==> src/hw/periph_pkg.sv <==
// Peripheral subsystem shared definitions
// Widths, address map, register offsets, bus structs and bridge states

`default_nettype none

package periph_pkg;

   typedef logic [7:0]  addr_t;
   typedef logic [31:0] data_t;
   typedef logic [3:0]  reg_idx_t;

   // Region code sits in address bits 7..6, codes 2 and 3 unmapped
   typedef enum logic [1:0] {
      REGION_SYS  = 2'd0,
      REGION_GPIO = 2'd1
   } region_e;

   typedef struct packed {
      addr_t addr;
      data_t wdata;
      logic  we;
   } bus_req_t;

   typedef struct packed {
      data_t rdata;
      logic  err;
   } bus_rsp_t;

   typedef enum logic [1:0] {
      IDLE,
      BUSY,
      RESP
   } bridge_state_e;

   localparam data_t SYS_VERSION        = 32'h0001_0400;
   localparam int    GPIO_WIDTH_DEFAULT = 32;

   //******************************
   // Register offsets
   //******************************
   localparam reg_idx_t SYS_REG_VERSION  = 4'd0;
   localparam reg_idx_t SYS_REG_STATUS   = 4'd1;
   localparam reg_idx_t SYS_REG_SWIRQ    = 4'd2;
   localparam reg_idx_t SYS_REG_NMIVEC   = 4'd3;
   localparam reg_idx_t SYS_REG_MTIME    = 4'd4;
   localparam reg_idx_t SYS_REG_MTIMECMP = 4'd5;

   localparam reg_idx_t GPIO_REG_IN   = 4'd0;
   localparam reg_idx_t GPIO_REG_OUT  = 4'd1;
   localparam reg_idx_t GPIO_REG_OE   = 4'd2;
   localparam reg_idx_t GPIO_REG_MASK = 4'd3;

endpackage

`default_nettype wire

==> src/hw/gpio_block.sv <==
// GPIO block
// Output, output enable, synchronized input and masked input interrupt

`timescale 1ns/1ps
`default_nettype none

module gpio_block
  #(parameter int GPIO_WIDTH = periph_pkg::GPIO_WIDTH_DEFAULT)
   (input  wire                      i_clk,
    input  wire                      i_rst_n,
    input  wire                      i_stb,
    input  wire periph_pkg::bus_req_t i_req,
    output logic                     o_ack,
    output periph_pkg::data_t        o_rdata,
    input  wire [GPIO_WIDTH-1:0]     i_gpio_in,
    output logic [GPIO_WIDTH-1:0]    o_gpio_out,
    output logic [GPIO_WIDTH-1:0]    o_gpio_oe,
    output logic                     o_gpio_irq);

   import periph_pkg::*;

   reg_idx_t              idx;
   logic                  wr_en;
   logic [GPIO_WIDTH-1:0] in_meta;
   logic [GPIO_WIDTH-1:0] in_sync;
   logic [GPIO_WIDTH-1:0] mask;
   data_t                 rd_val;

   assign idx   = i_req.addr[5:2];
   assign wr_en = i_stb & i_req.we;

   always_ff @(posedge i_clk) begin
      if (!i_rst_n) begin
         o_ack      <= 1'b0;
         o_gpio_out <= '0;
         o_gpio_oe  <= '0;
         mask       <= '0;
         in_meta    <= '0;
         in_sync    <= '0;
      end else begin
         o_ack   <= i_stb;
         // Two flops for the asynchronous pins
         in_meta <= i_gpio_in;
         in_sync <= in_meta;
         if (wr_en) begin
            case (idx)
               GPIO_REG_OUT:  o_gpio_out <= i_req.wdata[GPIO_WIDTH-1:0];
               GPIO_REG_OE:   o_gpio_oe  <= i_req.wdata[GPIO_WIDTH-1:0];
               GPIO_REG_MASK: mask       <= i_req.wdata[GPIO_WIDTH-1:0];
               default: ;
            endcase
         end
      end
   end

   always_comb begin
      case (idx)
         GPIO_REG_IN:   rd_val = data_t'(in_sync);
         GPIO_REG_OUT:  rd_val = data_t'(o_gpio_out);
         GPIO_REG_OE:   rd_val = data_t'(o_gpio_oe);
         GPIO_REG_MASK: rd_val = data_t'(mask);
         default:       rd_val = '0;
      endcase
   end

   always_ff @(posedge i_clk) begin
      if (i_stb) begin
         o_rdata <= rd_val;
      end
   end

   // Level interrupt from any enabled pin
   assign o_gpio_irq = |(in_sync & mask);

endmodule

`default_nettype wire

==> src/hw/sys_ctrl.sv <==
// System controller
// Version, RAM init status, software interrupts, NMI vector, machine timer

`timescale 1ns/1ps
`default_nettype none

module sys_ctrl
   (input  wire                      i_clk,
    input  wire                      i_rst_n,
    input  wire                      i_stb,
    input  wire periph_pkg::bus_req_t i_req,
    output logic                     o_ack,
    output periph_pkg::data_t        o_rdata,
    input  wire                      i_ram_init_done,
    input  wire                      i_ram_init_error,
    output logic                     o_timer_irq,
    output logic                     o_sw_irq3,
    output logic                     o_sw_irq4,
    output periph_pkg::data_t        o_nmi_vec);

   import periph_pkg::*;

   reg_idx_t   idx;
   logic       wr_en;
   logic [1:0] sw_irq;
   data_t      mtime;
   data_t      mtimecmp;
   data_t      rd_val;

   assign idx   = i_req.addr[5:2];
   assign wr_en = i_stb & i_req.we;

   //******************************
   // Writable registers and timer
   //******************************
   always_ff @(posedge i_clk) begin
      if (!i_rst_n) begin
         o_ack     <= 1'b0;
         sw_irq    <= 2'b00;
         o_nmi_vec <= '0;
         mtime     <= '0;
         mtimecmp  <= '1;
      end else begin
         o_ack <= i_stb;
         // Free running unless software loads it
         if (wr_en && (idx == SYS_REG_MTIME)) begin
            mtime <= i_req.wdata;
         end else begin
            mtime <= mtime + 32'd1;
         end
         if (wr_en) begin
            case (idx)
               SYS_REG_SWIRQ:    sw_irq    <= i_req.wdata[1:0];
               SYS_REG_NMIVEC:   o_nmi_vec <= i_req.wdata;
               SYS_REG_MTIMECMP: mtimecmp  <= i_req.wdata;
               default: ;
            endcase
         end
      end
   end

   // Read mux
   always_comb begin
      case (idx)
         SYS_REG_VERSION:  rd_val = SYS_VERSION;
         SYS_REG_STATUS:   rd_val = {30'd0, i_ram_init_error, i_ram_init_done};
         SYS_REG_SWIRQ:    rd_val = {30'd0, sw_irq};
         SYS_REG_NMIVEC:   rd_val = o_nmi_vec;
         SYS_REG_MTIME:    rd_val = mtime;
         SYS_REG_MTIMECMP: rd_val = mtimecmp;
         default:          rd_val = '0;
      endcase
   end

   always_ff @(posedge i_clk) begin
      if (i_stb) begin
         o_rdata <= rd_val;
      end
   end

   assign o_timer_irq = (mtime >= mtimecmp);
   assign o_sw_irq3   = sw_irq[0];
   assign o_sw_irq4   = sw_irq[1];

endmodule

`default_nettype wire

==> src/hw/addr_decode.sv <==
// Internal bus address decoder
// Routes the strobe by region, muxes replies, errors on unmapped regions

`timescale 1ns/1ps
`default_nettype none

module addr_decode
   (input  wire                    i_clk,
    input  wire                    i_rst_n,
    input  wire                    i_bus_stb,
    input  wire periph_pkg::addr_t i_bus_addr,
    output logic                   o_bus_ack,
    output periph_pkg::data_t      o_bus_rdata,
    output logic                   o_bus_err,
    output logic                   o_sys_stb,
    input  wire                    i_sys_ack,
    input  wire periph_pkg::data_t i_sys_rdata,
    output logic                   o_gpio_stb,
    input  wire                    i_gpio_ack,
    input  wire periph_pkg::data_t i_gpio_rdata);

   import periph_pkg::*;

   region_e region;
   logic    unmapped;
   logic    err_ack;

   assign region     = region_e'(i_bus_addr[7:6]);
   assign o_sys_stb  = i_bus_stb & (region == REGION_SYS);
   assign o_gpio_stb = i_bus_stb & (region == REGION_GPIO);
   assign unmapped   = (region != REGION_SYS) && (region != REGION_GPIO);

   // Own ack for holes in the map, same latency as a slave
   always_ff @(posedge i_clk) begin
      if (!i_rst_n) begin
         err_ack <= 1'b0;
      end else begin
         err_ack <= i_bus_stb & unmapped;
      end
   end

   always_comb begin
      o_bus_rdata = '0;
      if (i_sys_ack) begin
         o_bus_rdata = i_sys_rdata;
      end else if (i_gpio_ack) begin
         o_bus_rdata = i_gpio_rdata;
      end
   end

   assign o_bus_ack = i_sys_ack | i_gpio_ack | err_ack;
   assign o_bus_err = err_ack;

endmodule

`default_nettype wire

==> src/hw/bus_bridge.sv <==
// Request/response bridge to the internal register bus
// One transaction in flight, response held until the master takes it

`timescale 1ns/1ps
`default_nettype none

module bus_bridge
   (input  wire                      i_clk,
    input  wire                      i_rst_n,
    input  wire                      i_req_valid,
    input  wire periph_pkg::bus_req_t i_req,
    output logic                     o_req_ready,
    output logic                     o_rsp_valid,
    output periph_pkg::bus_rsp_t     o_rsp,
    input  wire                      i_rsp_ready,
    output logic                     o_bus_stb,
    output periph_pkg::bus_req_t     o_bus_req,
    input  wire                      i_bus_ack,
    input  wire periph_pkg::data_t   i_bus_rdata,
    input  wire                      i_bus_err);

   import periph_pkg::*;

   bridge_state_e state;
   bridge_state_e state_nxt;
   logic          accept;

   assign o_req_ready = (state == IDLE);
   assign o_rsp_valid = (state == RESP);
   assign accept      = i_req_valid & o_req_ready;

   always_comb begin
      state_nxt = state;
      case (state)
         IDLE: begin
            if (accept) begin
               state_nxt = BUSY;
            end
         end
         BUSY: begin
            // Slave ack comes one cycle after the strobe
            if (i_bus_ack) begin
               state_nxt = RESP;
            end
         end
         RESP: begin
            if (i_rsp_ready) begin
               state_nxt = IDLE;
            end
         end
         default: begin
            state_nxt = IDLE;
         end
      endcase
   end

   always_ff @(posedge i_clk) begin
      if (!i_rst_n) begin
         state     <= IDLE;
         o_bus_stb <= 1'b0;
      end else begin
         state     <= state_nxt;
         o_bus_stb <= accept;
      end
   end

   //******************************
   // Request and response payload
   //******************************
   always_ff @(posedge i_clk) begin
      if (accept) begin
         o_bus_req <= i_req;
      end
      if ((state == BUSY) && i_bus_ack) begin
         o_rsp.rdata <= i_bus_rdata;
         o_rsp.err   <= i_bus_err;
      end
   end

endmodule

`default_nettype wire

==> src/hw/periph_subsys.sv <==
// Peripheral subsystem top level
// Request bridge, address decoder, system controller and GPIO block

`timescale 1ns/1ps
`default_nettype none

module periph_subsys
  #(parameter int GPIO_WIDTH = periph_pkg::GPIO_WIDTH_DEFAULT)
   (input  wire                      i_clk,
    input  wire                      i_rst_n,
    input  wire                      i_req_valid,
    input  wire periph_pkg::bus_req_t i_req,
    output logic                     o_req_ready,
    output logic                     o_rsp_valid,
    output periph_pkg::bus_rsp_t     o_rsp,
    input  wire                      i_rsp_ready,
    input  wire                      i_ram_init_done,
    input  wire                      i_ram_init_error,
    output logic                     o_timer_irq,
    output logic                     o_sw_irq3,
    output logic                     o_sw_irq4,
    output periph_pkg::data_t        o_nmi_vec,
    input  wire [GPIO_WIDTH-1:0]     i_gpio_in,
    output logic [GPIO_WIDTH-1:0]    o_gpio_out,
    output logic [GPIO_WIDTH-1:0]    o_gpio_oe,
    output logic                     o_gpio_irq);

   import periph_pkg::*;

   // Internal bus
   logic     bus_stb;
   bus_req_t bus_req;
   logic     bus_ack;
   data_t    bus_rdata;
   logic     bus_err;

   logic     sys_stb;
   logic     sys_ack;
   data_t    sys_rdata;
   logic     gpio_stb;
   logic     gpio_ack;
   data_t    gpio_rdata;

   bus_bridge u_bridge
     (.i_clk       (i_clk),
      .i_rst_n     (i_rst_n),
      .i_req_valid (i_req_valid),
      .i_req       (i_req),
      .o_req_ready (o_req_ready),
      .o_rsp_valid (o_rsp_valid),
      .o_rsp       (o_rsp),
      .i_rsp_ready (i_rsp_ready),
      .o_bus_stb   (bus_stb),
      .o_bus_req   (bus_req),
      .i_bus_ack   (bus_ack),
      .i_bus_rdata (bus_rdata),
      .i_bus_err   (bus_err));

   addr_decode u_decode
     (.i_clk        (i_clk),
      .i_rst_n      (i_rst_n),
      .i_bus_stb    (bus_stb),
      .i_bus_addr   (bus_req.addr),
      .o_bus_ack    (bus_ack),
      .o_bus_rdata  (bus_rdata),
      .o_bus_err    (bus_err),
      .o_sys_stb    (sys_stb),
      .i_sys_ack    (sys_ack),
      .i_sys_rdata  (sys_rdata),
      .o_gpio_stb   (gpio_stb),
      .i_gpio_ack   (gpio_ack),
      .i_gpio_rdata (gpio_rdata));

   sys_ctrl u_sys
     (.i_clk            (i_clk),
      .i_rst_n          (i_rst_n),
      .i_stb            (sys_stb),
      .i_req            (bus_req),
      .o_ack            (sys_ack),
      .o_rdata          (sys_rdata),
      .i_ram_init_done  (i_ram_init_done),
      .i_ram_init_error (i_ram_init_error),
      .o_timer_irq      (o_timer_irq),
      .o_sw_irq3        (o_sw_irq3),
      .o_sw_irq4        (o_sw_irq4),
      .o_nmi_vec        (o_nmi_vec));

   gpio_block
     #(.GPIO_WIDTH (GPIO_WIDTH))
   u_gpio
     (.i_clk      (i_clk),
      .i_rst_n    (i_rst_n),
      .i_stb      (gpio_stb),
      .i_req      (bus_req),
      .o_ack      (gpio_ack),
      .o_rdata    (gpio_rdata),
      .i_gpio_in  (i_gpio_in),
      .o_gpio_out (o_gpio_out),
      .o_gpio_oe  (o_gpio_oe),
      .o_gpio_irq (o_gpio_irq));

endmodule

`default_nettype wire

==> config.mk <==
export PLATFORM = sky130hd
export DESIGN_NAME = periph_subsys
export DESIGN_NICKNAME = d
export VERILOG_FILES = /design/src/hw/periph_pkg.sv /design/src/hw/gpio_block.sv /design/src/hw/sys_ctrl.sv /design/src/hw/addr_decode.sv /design/src/hw/bus_bridge.sv /design/src/hw/periph_subsys.sv
export SDC_FILE = /design/constraint.sdc
export NUM_CORES = 1
export LEC_CHECK = 0
export BUFFER_PORTS_ARGS = -buffer_cell sky130_fd_sc_hd__buf_4
export CORE_UTILIZATION = 47
export CTS_CLUSTER_DIAMETER = 80
export DETAILED_ROUTE_END_ITERATION = 16
export PLACE_DENSITY = 0.67
export SYNTH_ARGS = -nofsm -noshare
export SYNTH_HDL_FRONTEND = slang
export SYNTH_SLANG_ARGS = --single-unit
==> constraint.sdc <==
create_clock -name i_clk -period 7.46 [get_ports i_clk]
set_input_delay 1.119 -clock i_clk [delete_from_list [all_inputs] [get_ports i_clk]]
set_output_delay 1.119 -clock i_clk [all_outputs]
set_load 0.02 [all_outputs]
==> PnR_summary.wiki <==
{| class="wikitable"
! Metric !! Value
|-
| Capture instance of the worst register-to-register path || u_gpio.o_gpio_oe[31]
|-
| Worst vdd ir || between 0.0001 and 0.00015 V
|-
| Clock share of power || 44.3%
|-
| Data required time at the worst endpoint || 6.34 ns
|-
| Cell Chain, Critical Path || inv_1 -> ha_1 -> nand4_1 -> or2_2 -> a2111oi_0 -> nor4b_1 -> o21ai_0 -> buf_4
|-
| Mapped Area || about 16000 sq um
|-
| Total Wirelength || 46.4 mm
|-
| Via count of the first global-routing pass || about 11000
|-
| Start point of the worst hold path || u_gpio.in_meta[2]
|-
| # hold bufs at CTS || 0
|-
| Clock Pin Slew Worst Setup and Hold Paths || ~0.060 ns
|-
| I/O pin count || 214
|-
| Clock tree from TritonCTS || yes
|-
| Wire length of the first global-routing pass || 68.3 mm
|-
| Top_reg_cell synth || sky130_fd_sc_hd__dfxtp_1
|-
| Worst Max-Slew Pin Slew || ~1.2 ns
|-
| Post-place instance area || roughly 18000 sq um
|-
| Clock Latency Late Sink || 0.52 ns
|-
| Pint || 0.00349 W
|-
| Internal reg-to-reg setup slack || 4.26 ns
|-
| Net switching power || 0.000951 W
|-
| Worst hold-check path type || flop to flop
|-
| Die height || 185 um
|-
| Buffering stage count on the worst path with inverters included || 2
|-
| Largest fanout of any net on the critical path || 3
|-
| Router iterations before antenna repair || 9
|-
| Critical-path top delay cell || sky130_fd_sc_hd__or2_2
|-
| Die span in x || 185 um
|-
| Clock tree buffer depth || 3
|-
| Cell area after layout || roughly 19000 sq um
|-
| DR iter-0 viols || between 1000 and 1500
|-
| Total routing resource utilization after global routing || a little over a quarter
|-
| Number of antenna violations at the first check in global routing || 0
|-
| Maximum achievable frequency || 258 MHz
|-
| CTS root buffer || sky130_fd_sc_hd__clkbuf_16
|-
| CTS-repair resized insts || 0
|-
| Fraction of registers with async set/reset || 0%
|-
| Final antenna diode count || 0
|-
| Placed wire-length estimate || 30.8 mm
|-
| Utilization after layout || 57.7%
|-
| Post-Route Skew || 0.0159 ns
|-
| Signed area change from the synthesized netlist to the final layout || 20.3%
|-
| Slew headroom || 19.5%
|-
| GPL Wtd Cong || 0.886
|-
| Average wire per cell in the routed design || 21.7 um
|-
| Yosys warns || 0
|-
| Hold Violations, Final || 0
|-
| Fillers || 2827
|-
| Static leakage power || 7.61 nW
|-
| Capturing element type of the critical path || primary output
|-
| Library cell with the largest summed area after synthesis || sky130_fd_sc_hd__dfxtp_1
|-
| RSZ-0062 raised after global routing || false
|-
| Per-instance average area after synthesis || 10.4 sq um
|-
| CP arrival || 2.75 ns
|-
| Total clock sinks || 400
|-
| Power density normalized to cell area || roughly 240 nW/um^2
|-
| Number of H-tree branching levels || 2
|-
| Register-to-Register Path Depth || 5
|-
| Fin crit period || 3.87 ns
|-
| Number of distinct standard cells referenced by the synthesized netlist || between 50 and 60
|-
| Share of the clock period used by the worst path after layout || 51.9%
|-
| Fraction of final layout cells with drive strength greater than 1 || between 10% and 20%
|-
| Clock buffer count from CTS || 41
|-
| Core Footprint || around 33000 sq um
|-
| Maximum capacitance violations || 0
|-
| Final Net Count || 1783
|-
| Syn Nets || roughly 1600
|-
| Yosys top cell area share || between 30% and 40%
|-
| Proportion of total power due to net switching || a little over a fifth
|-
| Grt total ovfl || 0
|-
| Minimum hold slack || 0.430 ns
|-
| Count of final max-slew check failures || 0
|-
| Initial core utilization || a little under half
|-
| Proportion of power drawn by combinational gates || 3.0%
|-
| Count of vias placed by the detailed router || 12500
|-
| FP Rows || 66
|-
| Number of enable flip-flop cells after synthesis || ~140
|-
| Setup-violating endpoint count in the final report || 0
|-
| Number of nets still failing antenna checks after routing || 0
|-
| Sequential-to-total area share from yosys stat || 59.8%
|-
| Port-buffer cells || 211
|-
| Synthesized instance count || 1507
|-
| Post-CTS Repair Setup Buffers || 0
|-
| Setup total negative slack || 0 ns
|-
| Largest stage delay on the critical path || approximately 0.36 ns
|-
| Status || complete, no violations
|-
| Reg-to-reg startpoint || u_bridge.o_bus_req[38]
|-
| Largest delay contributor family on the critical path || simple AND/OR/NAND/NOR gates
|-
| Largest cells by area after synthesis || sky130_fd_sc_hd__dfxtp_1 (34%), sky130_fd_sc_hd__edfxtp_1 (26%), sky130_fd_sc_hd__nand2_1 (7.5%)
|-
| Proportion of power drawn by flip-flops and latches || a little over half
|-
| Number of remaining DRC errors || 0
|-
| Largest net degree at the start of global routing || 125
|-
| Worst-case hold path end point || u_gpio.in_sync[2]
|-
| Setup crit start kind || flop
|-
| Register bit total from synthesis || 400
|-
| Total die area || around 34000 sq um
|-
| Path type of the worst setup path || flop to primary output
|-
| Post-DR vias/cell || slightly below 6
|-
| Hold-critical path depth || 1
|}
## area by class of cell
| cell class | count | area (sq um) | share of cell area (%) |
|---|---|---|---|
| inverters | 68 | 258 | 1.37 |
| well taps | 442 | 553 | 2.93 |
| repair buffers | 227 | 1700 | 9.04 |
| clock buffers | 54 | 1180 | 6.24 |
| clock inverters | 18 | 111 | 0.591 |
| multi-input cells | 933 | 5680 | 30.1 |
| flip-flops and latches | 400 | 9370 | 49.7 |
## worst register-to-register path, stage by stage, from the launching register on
cell and delay, ns:
sky130_fd_sc_hd__edfxtp_1 0.56, sky130_fd_sc_hd__nor4b_4 0.74, sky130_fd_sc_hd__buf_4 0.48, sky130_fd_sc_hd__nand3_2 0.81, sky130_fd_sc_hd__nand2_1 0.33, sky130_fd_sc_hd__a21oi_1 0.10
## Yosys cell counts, types with 3 or more instances
| master | count |
|---|---|
| sky130_fd_sc_hd__nand2_1 | 314 |
| sky130_fd_sc_hd__dfxtp_1 | 264 |
| sky130_fd_sc_hd__a21oi_1 | 159 |
| sky130_fd_sc_hd__edfxtp_1 | 136 |
| sky130_fd_sc_hd__clkbuf_1 | 78 |
| sky130_fd_sc_hd__and2_1 | 68 |
| sky130_fd_sc_hd__inv_1 | 67 |
| sky130_fd_sc_hd__a22o_1 | 65 |
| sky130_fd_sc_hd__o21ai_0 | 35 |
| sky130_fd_sc_hd__a221o_1 | 33 |
| sky130_fd_sc_hd__ha_1 | 33 |
| sky130_fd_sc_hd__o211ai_1 | 32 |
| sky130_fd_sc_hd__a222oi_1 | 30 |
| sky130_fd_sc_hd__buf_2 | 24 |
| sky130_fd_sc_hd__nand3_1 | 22 |
| sky130_fd_sc_hd__a22oi_1 | 16 |
| sky130_fd_sc_hd__nor2_1 | 15 |
| sky130_fd_sc_hd__xor2_1 | 13 |
| sky130_fd_sc_hd__nand4_1 | 12 |
| sky130_fd_sc_hd__and3_1 | 11 |
| sky130_fd_sc_hd__a31oi_1 | 9 |
| sky130_fd_sc_hd__a211oi_1 | 8 |
| sky130_fd_sc_hd__or3_1 | 8 |
| sky130_fd_sc_hd__xnor2_1 | 8 |
| sky130_fd_sc_hd__and4_1 | 5 |
| sky130_fd_sc_hd__a21o_1 | 4 |
| sky130_fd_sc_hd__a2111oi_0 | 3 |
| sky130_fd_sc_hd__nor2b_1 | 3 |
## cells by family after synthesis
family	synth area share, %
and+or+nand+nor	14.4
adders and majority gates	2.63
buffers and inverters	4.43
muxes	0.128
DFF	59.8
AOI/OAI and AO/OA	17.4
xor gates and xnor gates	1.17
## worst max-delay path by stage
stage | startpoint | end | slack, ns | cells after the start
finish | u_sys.mtimecmp[14] | o_timer_irq | 3.59 | 8
detailed placement | i_rst_n | u_bridge.state[0] | 4.07 | 4
global route | u_sys.mtimecmp[14] | o_timer_irq | 3.44 | 8
floorplan | u_sys.o_ack | u_bridge.o_rsp[0] | 3.87 | 3
global placement | i_rst_n | u_bridge.state[0] | 4.08 | 4
CTS | u_sys.mtime[0] | o_timer_irq | 3.55 | 8
## layer usage
layer	share of wire, %	GRT usage [%]	wire length, um	vias up
met1	41	36.5	19000	6001
met2	47	43.2	21700	662
met3	9.1	4.25	4230	85
met5	0	0	0	-
li1	-	-	-	5721
met4	3.3	9.19	1550	0
## flip-flops by register name (all words and copies together), names as in the netlist
signal,flops
u_bridge.o_rsp,33
u_sys.mtime,32
u_gpio.in_meta,32
u_bridge.o_bus_stb,1
u_gpio.o_gpio_oe,32
u_gpio.o_rdata,32
u_bridge.o_bus_req,39
u_sys.sw_irq,2
u_sys.o_rdata,32
u_decode.o_bus_err,1
u_gpio.o_ack,1
u_gpio.o_gpio_out,32
u_bridge.state,2
u_sys.mtimecmp,32
u_gpio.in_sync,32
u_sys.o_nmi_vec,32
u_gpio.mask,32
u_sys.o_ack,1
## cell usage in the layout, fill, tap and decap left out, types with 3 or more instances in the layout
cell type	synthesis	layout
sky130_fd_sc_hd__a2111oi_0	3	3
sky130_fd_sc_hd__a31oi_1	9	9
sky130_fd_sc_hd__nand2_1	314	314
sky130_fd_sc_hd__and4_1	5	5
sky130_fd_sc_hd__and3_1	11	10
sky130_fd_sc_hd__and2_1	68	67
sky130_fd_sc_hd__nor2_1	15	15
sky130_fd_sc_hd__nand4_1	12	12
sky130_fd_sc_hd__nand3_1	22	20
sky130_fd_sc_hd__or3_1	8	8
sky130_fd_sc_hd__xor2_1	13	13
sky130_fd_sc_hd__a21oi_1	159	159
sky130_fd_sc_hd__clkinv_1	1	5
sky130_fd_sc_hd__a222oi_1	30	30
sky130_fd_sc_hd__o211ai_1	32	32
sky130_fd_sc_hd__inv_1	67	67
sky130_fd_sc_hd__clkbuf_1	78	5
sky130_fd_sc_hd__clkbuf_16	0	43
sky130_fd_sc_hd__clkinv_2	0	11
sky130_fd_sc_hd__a221o_1	33	33
sky130_fd_sc_hd__clkbuf_8	0	6
sky130_fd_sc_hd__a211oi_1	8	8
sky130_fd_sc_hd__o21ai_0	35	35
sky130_fd_sc_hd__nor4b_4	1	3
sky130_fd_sc_hd__a21o_1	4	4
sky130_fd_sc_hd__edfxtp_1	136	136
sky130_fd_sc_hd__a22o_1	65	65
sky130_fd_sc_hd__ha_1	33	33
sky130_fd_sc_hd__xnor2_1	8	8
sky130_fd_sc_hd__buf_4	1	227
sky130_fd_sc_hd__dfxtp_1	264	263
sky130_fd_sc_hd__a22oi_1	16	16
## power by group through the flow
stage	Combinational, W	Clock [W]	Sequential, W
floorplan	0.0000694	0	0.00236
finish	0.000131	0.00196	0.00234
detailed placement	0.000132	0	0.00239
global placement	0.000131	0	0.00239
CTS	0.000133	0.00198	0.00234
global route	0.000142	0.00208	0.00234
## through the flow
step / setup slack [ns] / std cells / power, W
after global routing: 3.44 / 2142 / 0.00456
after detailed placement: 4.07 / 2070 / 0.00252
after floorplan: 3.87 / 1507 / 0.00243
after CTS: 3.55 / 2142 / 0.00446
final: 3.59 / 2142 / 0.00444
after global placement: 4.08 / 2070 / 0.00252
Power figures use the tool's default switching activity.
